### src/include/membus_consts.svh
// memory bus constants: address map, UART register offsets and serial bit timing
`ifndef MEMBUS_CONSTS_SVH
`define MEMBUS_CONSTS_SVH

// address map
// 0x0000 - 0xff7f  word RAM
// 0xff80 - 0xff8f  seven-segment display
// 0xff90 - 0xff9f  16450-style UART
`define HEX_BASE 16'hFF80
`define UART_BASE 16'hFF90

// UART register offsets within its range
`define UART_THR 3'd0
`define UART_LSR 3'd5
`define UART_SCR 3'd7

// clocks per serial bit
`define BAUD_DIV 8

// RAM depth in halfwords, upper addresses alias
`define RAM_WORDS 1024

`endif
### src/design/membus_pkg.sv
// memory bus types: data vectors, request structs and transmitter states
package membus_pkg;

    typedef logic [15:0] wordT;
    typedef logic [7:0] byteT;
    typedef logic [15:0] busAddrT;
    typedef logic [14:0] ramAddrT;
    typedef logic [2:0] regAddrT;
    // bit 1 is the high byte
    typedef logic [1:0] laneT;

    // processor strobe bus, be flags a byte access
    typedef struct packed {
        busAddrT addr;
        wordT wdata;
        logic we;
        logic be;
    } busReqT;

    typedef struct packed {
        ramAddrT addr;
        wordT wdata;
        laneT lanes;
        logic we;
    } ramReqT;

    typedef struct packed {
        regAddrT addr;
        byteT data;
        logic we;
    } devWrT;

    typedef enum logic [1:0] {txIdle, txStart, txData, txStop} txStateT;

endpackage

### src/design/hexDisplay.sv
// display register with four parallel hex to seven-segment decoders
`timescale 1ns/1ns

module hexDisplay import membus_pkg::*; (
    input logic clk,
    input logic rst,
    input logic hexWe,
    input wordT hexData,
    output logic [27:0] hexSegs
);

    wordT hexValue;

    // gfedcba, active high
    function automatic logic [6:0] segOf(input logic [3:0] nib);
        case (nib)
            4'h0: segOf = 7'h3F;
            4'h1: segOf = 7'h06;
            4'h2: segOf = 7'h5B;
            4'h3: segOf = 7'h4F;
            4'h4: segOf = 7'h66;
            4'h5: segOf = 7'h6D;
            4'h6: segOf = 7'h7D;
            4'h7: segOf = 7'h07;
            4'h8: segOf = 7'h7F;
            4'h9: segOf = 7'h6F;
            4'hA: segOf = 7'h77;
            4'hB: segOf = 7'h7C;
            4'hC: segOf = 7'h39;
            4'hD: segOf = 7'h5E;
            4'hE: segOf = 7'h79;
            default: segOf = 7'h71;
        endcase
    endfunction

    always_ff @(posedge clk) begin
        if (rst) begin
            hexValue <= '0;
        end else if (hexWe) begin
            hexValue <= hexData;
        end
    end

    // digit 3 ends up in the top group
    for (genvar d = 0; d < 4; d++) begin : gDigit
        assign hexSegs[d*7 +: 7] = segOf(hexValue[d*4 +: 4]);
    end

endmodule

### config.mk
export PLATFORM = sky130hd
export DESIGN_NAME = hexDisplay
export DESIGN_NICKNAME = d
export VERILOG_FILES = /design/src/include/membus_consts.svh /design/src/design/membus_pkg.sv /design/src/design/hexDisplay.sv
export SDC_FILE = /design/constraint.sdc
export NUM_CORES = 1
export LEC_CHECK = 0
export BUFFER_PORTS_ARGS = -buffer_cell sky130_fd_sc_hd__buf_2
export CAP_MARGIN = 20
export CORE_MARGIN = 5
export CORE_UTILIZATION = 50
export DETAILED_ROUTE_END_ITERATION = 7
export PLACE_DENSITY = 0.83
export SYNTH_ARGS = -nofsm -noshare
export SYNTH_HDL_FRONTEND = slang
export SYNTH_SLANG_ARGS = --single-unit
### constraint.sdc
create_clock -name clk -period 2.3 [get_ports clk]
set_input_delay 0.46 -clock clk [delete_from_list [all_inputs] [get_ports clk]]
set_output_delay 0.46 -clock clk [all_outputs]
set_load 0.05 [all_outputs]
Word-level counts from Yosys, hierarchy flattened
Memories as Yosys holds them, arrays and structs flattened. A register that Yosys moved wholly into a read port is not among the register bits.
Cells that the tools add are included.
W data, S select, Z words.
{"block": "totals", "n_memories": 4, "inputBits": 19, "elab_cells": 13, "register_bits": 16, "out_inout_bits": 28, "mem_bits_ro": 448}
{"block": "op_classes", "mux": 8}
{"name": "(no name shown)", "depth": 16, "width": 7, "rd": 1, "rd_ports_with_merged_regs": 1, "wr": 0, "line_no": "hexDisplay.sv:16", "rtl": "case (nib)"}
{"name": "(no name shown)", "depth": 16, "width": 7, "rd": 1, "rd_ports_with_merged_regs": 1, "wr": 0, "line_no": "hexDisplay.sv:16"}
{"name": "(no name shown)", "depth": 16, "width": 7, "rd": 1, "rd_ports_with_merged_regs": 1, "wr": 0, "line_no": "hexDisplay.sv:16"}
{"name": "(no name shown)", "depth": 16, "width": 7, "rd": 1, "rd_ports_with_merged_regs": 1, "wr": 0, "line_no": "hexDisplay.sv:16"}
{"cell": "$mux W4", "count": 8}

Depth between registers and ports, before layout
Gate-level depths: netlist (run 1).
{"block": "logic_depth", "word_depth": 2, "ltp_mapped": 10, "mapped_depth_nobuf": 7}

Least setup slack after synthesis (run 1)
Ideal clock, no wire load.
{"block": "synth_timing", "path_kind": "input to register", "start": "in hexWe", "end": "reg hexSegs[3] (netlist name)", "n_path_buf": 4, "stages": 10, "setup_ns": 0.059, "path_slack_ns": 0.113, "required_time_ns": 2.241, "t_arrival_ns": 2.128, "path_cell_list": "buf_6 > buf_8 > buf_4 > buf_4 > mux2i_1 > nor2_1 > ha_1 > or3_1 > o21ai_0 > a22o_1"}
{"block": "synth_between", "elab_chain_cells": 2}
{"item": "from (decl)", "line_no": "hexDisplay.sv:7", "rtl": "input logic hexWe,"}
{"item": "$mux W4 (no source line) (2 in a row)"}
No other way between the ends.
A chain may end at the register's enable or synchronous reset.

Worst setup path after layout (run 1)
{"block": "layout_timing", "start": "in hexWe", "end": "reg hexSegs[17] (netlist name)"}
{"block": "layout_between", "elab_chain_cells": 2}
{"item": "$mux W4 (no source line) (2 in a row)"}
No other way between the ends.

==> results of run 1 <==
[synth_stat cells (4+ instances only)]
cell type and count:
a31oi_1 6, o21ai_0 10, nand2_1 16, a32oi_1 11
ha_1 28, inv_2 5, mux2i_1 15, inv_1 22
or3_1 4, or2_2 4, or2_1 5, buf_2 9
nand3b_1 5, dfxtp_1 44, a21oi_1 14, nor3_1 7
nor2_1 20
[cells by family after synthesis]
family          share of synthesized area
fa+ha+maj                           0.140
buf+inv                            0.0877
mux                                0.0601
compound gates                      0.187
flops                               0.353
simple gates                        0.172
[layer usage]
layer,vias up,share of wire,global-route usage
li1,1044,-,-
met1,948,0.42,0.196
met2,51,0.51,0.297
met3,6,0.055,0.0493
met4,0,0.011,0.0929
met5,-,0,0
[cell type report]
type                    instances  area share
multi-input cells             187       0.496
clock buffers                   8      0.0320
well taps                      67      0.0298
inverters                      27      0.0360
flip-flops and latches         44       0.313
repair buffers                 50      0.0925
[report_power, final]
part	total (µW)	internal (µW)	switching (µW)
logic	501	147	353
clock network	492	245	247
registers	846	827	19.7
total	1840	1220	620
[flip-flops by register name (all words and copies together) (netlist names)]
| name | cells |
|---|---|
| hexValue | 16 |
| hexSegs | 28 |
[worst min-delay path: stages]
cell and delay, ns:
buf_2 0.08, mux2i_1 0.07, nor2_1 0.08
[through the flow]
stage                     setup WS, ns  hold slack (ns)  power [µW]
after floorplan                  0.113            0.456        1260
after global placement           0.144            0.471        1350
after detailed placement         0.106            0.496        1360
after CTS                        0.375            0.432        1860
after global routing             0.224            0.456        1950
final                            0.357            0.439        1840
[path summary, 6_finish.rpt]
path	slack, ns	end
worst max-delay path	0.36	hexSegs[17]
worst min-delay path	0.44	hexValue[13]
worst max register to register	0.65	hexSegs[1]
worst min register to register	0.51	hexValue[9]
==> flow_summary.json, run 1 <==
{
  "fin_area_um2": 2810,
  "peakVddDrop_mv": 0.267,
  "min_period_ns": 1.94,
  "nNetsFinal": 362,
  "ios": 47,
  "synth_nets": 323,
  "dp.cells": 375,
  "hold_buffers": 0,
  "utilization": 0.588,
  "cts.repair.resized": 0,
  "dp_hpwl_um": 4050,
  "post_cts_buffers": 0,
  "cts_made_buffers": 5,
  "grt_use_total": 0.175,
  "dr.first_iter.drc_count": 119,
  "synthCells": 276,
  "core_area_um2": 4790,
  "grt_pass1_vias": 2074,
  "worst-path-max-fanout": 18,
  "routed_wl_um": 5260,
  "avgSynthCellArea_um2": 9.04,
  "hold_depth": 3,
  "critPathTopFamily": "buffers and inverters",
  "end_kind": "register",
  "async_flop_share": 0,
  "wl_per_cell_um": 13.7,
  "drc": 0,
  "critPathMostFrequentCell": "o21ai_0",
  "clk_pin_slew_ns": 0.08,
  "n_antenna_cell": 0,
  "setup_viol": 0,
  "final_cells": 383,
  "fp.dieH_um": 80.7,
  "globalplace.congestion": 0.897,
  "p_per_area_nw_per_um2": 654,
  "fin_skew_ns": 0.00455,
  "relSlewSlack": 0.653,
  "grt_pass1_wl_um": 8870,
  "crit_required_ns": 2.48,
  "dieArea_um2": 6510,
  "layout_worst_path_cycle_share": 0.845,
  "setup-tns-final_ns": 0,
  "final_layout_size_suffix_gt1_frac": 0.228,
  "ys_ff_latch": 44,
  "grt_max_degree": 32,
  "regArea_um2": 881,
  "p_leak_uw": 0.00127,
  "cp_data_arrival_time_ns": 2.13,
  "antenna_left": 0,
  "cts-root-buf": "clkbuf_8",
  "r2r_start": "hexValue[0]",
  "synth.top_cell.area_share": 0.353,
  "num_rows": 25,
  "firstDrtPassIters": 4,
  "maxSlewViolCount": 0,
  "cpMaxStageDelayCell": "buf_2",
  "fillers": 445,
  "htreeDepth": 2,
  "clock-sinks": 44,
  "clockBufferDepth": 2,
  "mostFrequentLayoutCells": "buf_2, dfxtp_1, ha_1",
  "cp_num_buf_inv": 2,
  "grt.overflow.total": 0,
  "final_common_cell": "buf_2",
  "io_buffers": 46,
  "syn_to_final_growth_pct": 12.7,
  "cpPeakStageDelay_ns": 0.34,
  "die_w_um": 80.7,
  "vias_per_cell": 5.35,
  "outcome": "completed",
  "rsz0062_at_grt": "false",
  "synthTopCellsByArea": "dfxtp_1, ha_1, mux2i_1, a32oi_1, inv_1",
  "antenna_found_initial": 0,
  "min_from": "hexData[13]",
  "cap_violations": 0,
  "worstRegToRegCells": 6,
  "crit_type": "in2reg",
  "synth_top_cell_by_area": "dfxtp_1",
  "tightest_slew_ns": 0.521,
  "critPathLaunchType": "primary input",
  "synth_enable_flop_cells": 0,
  "cts_tree": "built",
  "seq_area_frac_synth": 0.353,
  "synth_warnings": 0,
  "vias": 2049,
  "crit_start": "hexWe",
  "clk_latency_ns": 0.29,
  "multi_input_area_um2": 1400,
  "synthDistinctLibCells": 49,
  "max_freq_mhz": 515,
  "dpl-instance-area_um2": 2720,
  "hold_violations": 0,
  "syn_area_um2": 2500,
  "ys.flop_type": "dfxtp_1",
  "min_path_type": "in2reg",
  "start_util": 0.522,
  "path_cells": "buf_2, mux2i_1, nor2_1, inv_1, ha_1, o21ai_0, o21ai_0, a22o_1",
  "cp.depth": 8
}
Power figures use the tool's default switching activity.
==> inputs of run 2 (changes only) <==
--- a/config.mk
+++ b/config.mk
@@ -5,6 +5,7 @@
 export SDC_FILE = /design/constraint.sdc
 export NUM_CORES = 1
 export LEC_CHECK = 0
+export ABC_AREA = 1
 export BUFFER_PORTS_ARGS = -buffer_cell sky130_fd_sc_hd__buf_2
 export CAP_MARGIN = 20
 export CORE_MARGIN = 5
==> constraint.sdc (replaced) <==
create_clock -name clk -period 1.66 [get_ports clk]
set_input_delay 0.332 -clock clk [delete_from_list [all_inputs] [get_ports clk]]
set_output_delay 0.332 -clock clk [all_outputs]
set_load 0.05 [all_outputs]
==> run 2 against run 1 <==
Net effect:
- sequential cell count unchanged
- worst setup slack got worse by 0.23 ns
- non-clock buffer count increased by 14
- combinational power increased by 67%
- critical path depth increased by 3
- clock power increased by 36%
- critical path type is now reg2reg
- critical endpoint is now hexSegs[4]
- highest routed layer unchanged
==> flow_summary.json, run 2 <==
{
  "crit_required_ns": 1.86,
  "grt_pass1_vias": 2044,
  "globalplace.congestion": 0.855,
  "vias": 2221,
  "syn_to_final_growth_pct": 20.1,
  "ys_ff_latch": 44,
  "routed_wl_um": 5050,
  "worst-path-max-fanout": 4,
  "io_buffers": 46,
  "cts.repair.resized": 0,
  "clockBufferDepth": 2,
  "n_antenna_cell": 0,
  "synth.top_cell.area_share": 0.355,
  "cts_tree": "built",
  "firstDrtPassIters": 4,
  "grt_max_degree": 15,
  "grt_pass1_wl_um": 8700,
  "largest_reg_flops": 28,
  "fillers": 435,
  "clock-sinks": 44,
  "die_w_um": 80.4,
  "fin_skew_ns": 0.00755,
  "cap_violations": 0,
  "hold_path_end": "hexSegs[2]",
  "critPathLaunchType": "register",
  "p_leak_uw": 0.00167,
  "start_util": 0.518,
  "dr.first_iter.drc_count": 70,
  "ys.flop_type": "dfxtp_1",
  "peakVddDrop_mv": 0.377,
  "hold_buffers": 0,
  "final_layout_size_suffix_gt1_frac": 0.230,
  "synthCells": 342,
  "cpPeakStageDelay_ns": 0.34,
  "end_kind": "register",
  "clk_pin_slew_ns": 0.09,
  "post_cts_buffers": 0,
  "final_common_cell": "nand2_1",
  "final_cells": 472,
  "critPathMostFrequentCell": "nand2_1",
  "synth_warnings": 0,
  "rrSetupSlack_ns": 0.12,
  "setup_viol": 0,
  "cp_data_arrival_time_ns": 1.73,
  "synth_top_cell_by_area": "dfxtp_1",
  "placement.setup.worst_slack_ns": -0.0455,
  "crit_type": "reg2reg",
  "cts-root-buf": "clkbuf_8",
  "outcome": "completed",
  "min_path_type": "in2reg",
  "synth_enable_flop_cells": 0,
  "fp.dieH_um": 80.4,
  "maxSlewViolCount": 0,
  "core_area_um2": 4790,
  "grt_use_total": 0.169,
  "yosysMostFrequentCell": "nand2_1",
  "clk_latency_ns": 0.30,
  "rsz0062_at_grt": "false",
  "synthTopCellsByArea": "dfxtp_1, nand2_1, ha_1, nand3_1, inv_1",
  "num_rows": 25,
  "cts_made_buffers": 5,
  "relSlewSlack": 0.800,
  "seq_area_frac_synth": 0.355,
  "hold_depth": 4,
  "synth_common_cells": "nand2_1, nand3_1, inv_1",
  "dieArea_um2": 6470,
  "r2r_start": "hexValue[0]",
  "layout_worst_path_cycle_share": 0.925,
  "avgSynthCellArea_um2": 7.25,
  "fin_area_um2": 2980,
  "syn_area_um2": 2480,
  "max_freq_mhz": 651,
  "min_period_ns": 1.54,
  "worstRegToRegCells": 11,
  "setup_ws_ns": 0.124,
  "dp_hpwl_um": 4000,
  "antenna_found_initial": 0,
  "wl_per_cell_um": 10.7,
  "async_flop_share": 0,
  "synthDistinctLibCells": 20,
  "vias_per_cell": 4.71,
  "htreeDepth": 2,
  "p_per_area_nw_per_um2": 902,
  "cpMaxStageDelayCell": "dfxtp_1",
  "utilization": 0.622,
  "synth_nets": 389,
  "nNetsFinal": 451,
  "ios": 47,
  "hold_violations": 0,
  "dpl-instance-area_um2": 2890,
  "min_from": "hexData[3]",
  "path_cells": "inv_1, nor2_1, nor2_1, nor2_2, inv_2, ha_4, or2_4, nand2_1, nand2_1, nand2_1, nand2_1",
  "dp.cells": 464,
  "tightest_slew_ns": 0.300,
  "grt.overflow.total": 0,
  "mostFrequentLayoutCells": "nand2_1, nand3_1, buf_2",
  "antenna_left": 0,
  "timing.rr.end": "hexSegs[4]",
  "drc": 0
}
## run 2: area by class of cell
cell class / count / area (µm²) / share of cell area
clock buffers: 6 / 72.6 / 0.0244
clock inverters: 2 / 16.3 / 0.00546
inverters: 47 / 179 / 0.0601
multi-input cells: 242 / 1380 / 0.464
flip-flops and latches: 44 / 881 / 0.296
well taps: 67 / 83.8 / 0.0281
repair buffers: 64 / 365 / 0.123
## run 2: worst max-delay path: cells and delay by family (launching register included)
| kind | cells | cell delay, ns |
|---|---|---|
| adders and majority gates | 1 | 0.16 |
| buffers and inverters | 2 | 0.14 |
| DFF | 1 | 0.34 |
| and+or+nand+nor | 8 | 0.78 |
## run 2: worst max-delay path by stage
stage | startpoint | end | slack, ns | depth (start not counted)
5_1_grt | hexValue[0] | hexSegs[4] | 0.01 | 11
3_3_place_gp | hexWe | hexSegs[4] | 0.004 | 12
6_report | hexValue[0] | hexSegs[4] | 0.12 | 11
3_5_place_dp | hexWe | hexSegs[13] | -0.05 | 10
2_1_floorplan | hexWe | hexSegs[4] | -0.005 | 12
4_1_cts | hexValue[0] | hexSegs[4] | 0.12 | 11
## run 2: metrics by stage
stage          total power (µW)  hold slack [ns]  setup TNS (ns)
2_1_floorplan              1850            0.530        -0.00511
3_3_place_gp               2030            0.587               0
3_5_place_dp               2050            0.605          -0.248
4_1_cts                    2700            0.378               0
5_1_grt                    2830            0.401               0
6_report                   2690            0.384               0
## run 2: logic make-up (layout without fill, tap and decap cells)
logic type | count (synthesis) | in the layout | synth area share
AND/OR/NAND/NOR | 201 | 201 | 0.361
buffers and inverters | 56 | 119 | 0.101
AO/OA/AOI/OAI | 13 | 13 | 0.0414
adder cells (fa/ha/maj) | 28 | 28 | 0.141
flip-flops | 44 | 44 | 0.355
## run 2: power by group
group | switching [µW] | leakage [µW] | internal [µW] | total, µW
clock | 369 | 0.0000414 | 299 | 668
combinational | 604 | 0.00126 | 231 | 835
sequential | 23.0 | 0.000367 | 1160 | 1190
## run 2: layer usage
layer  wire length, µm  track usage
met3               278       0.0348
met1              2290        0.188
met4                99       0.0760
met5                 0            0
met2              2390        0.307
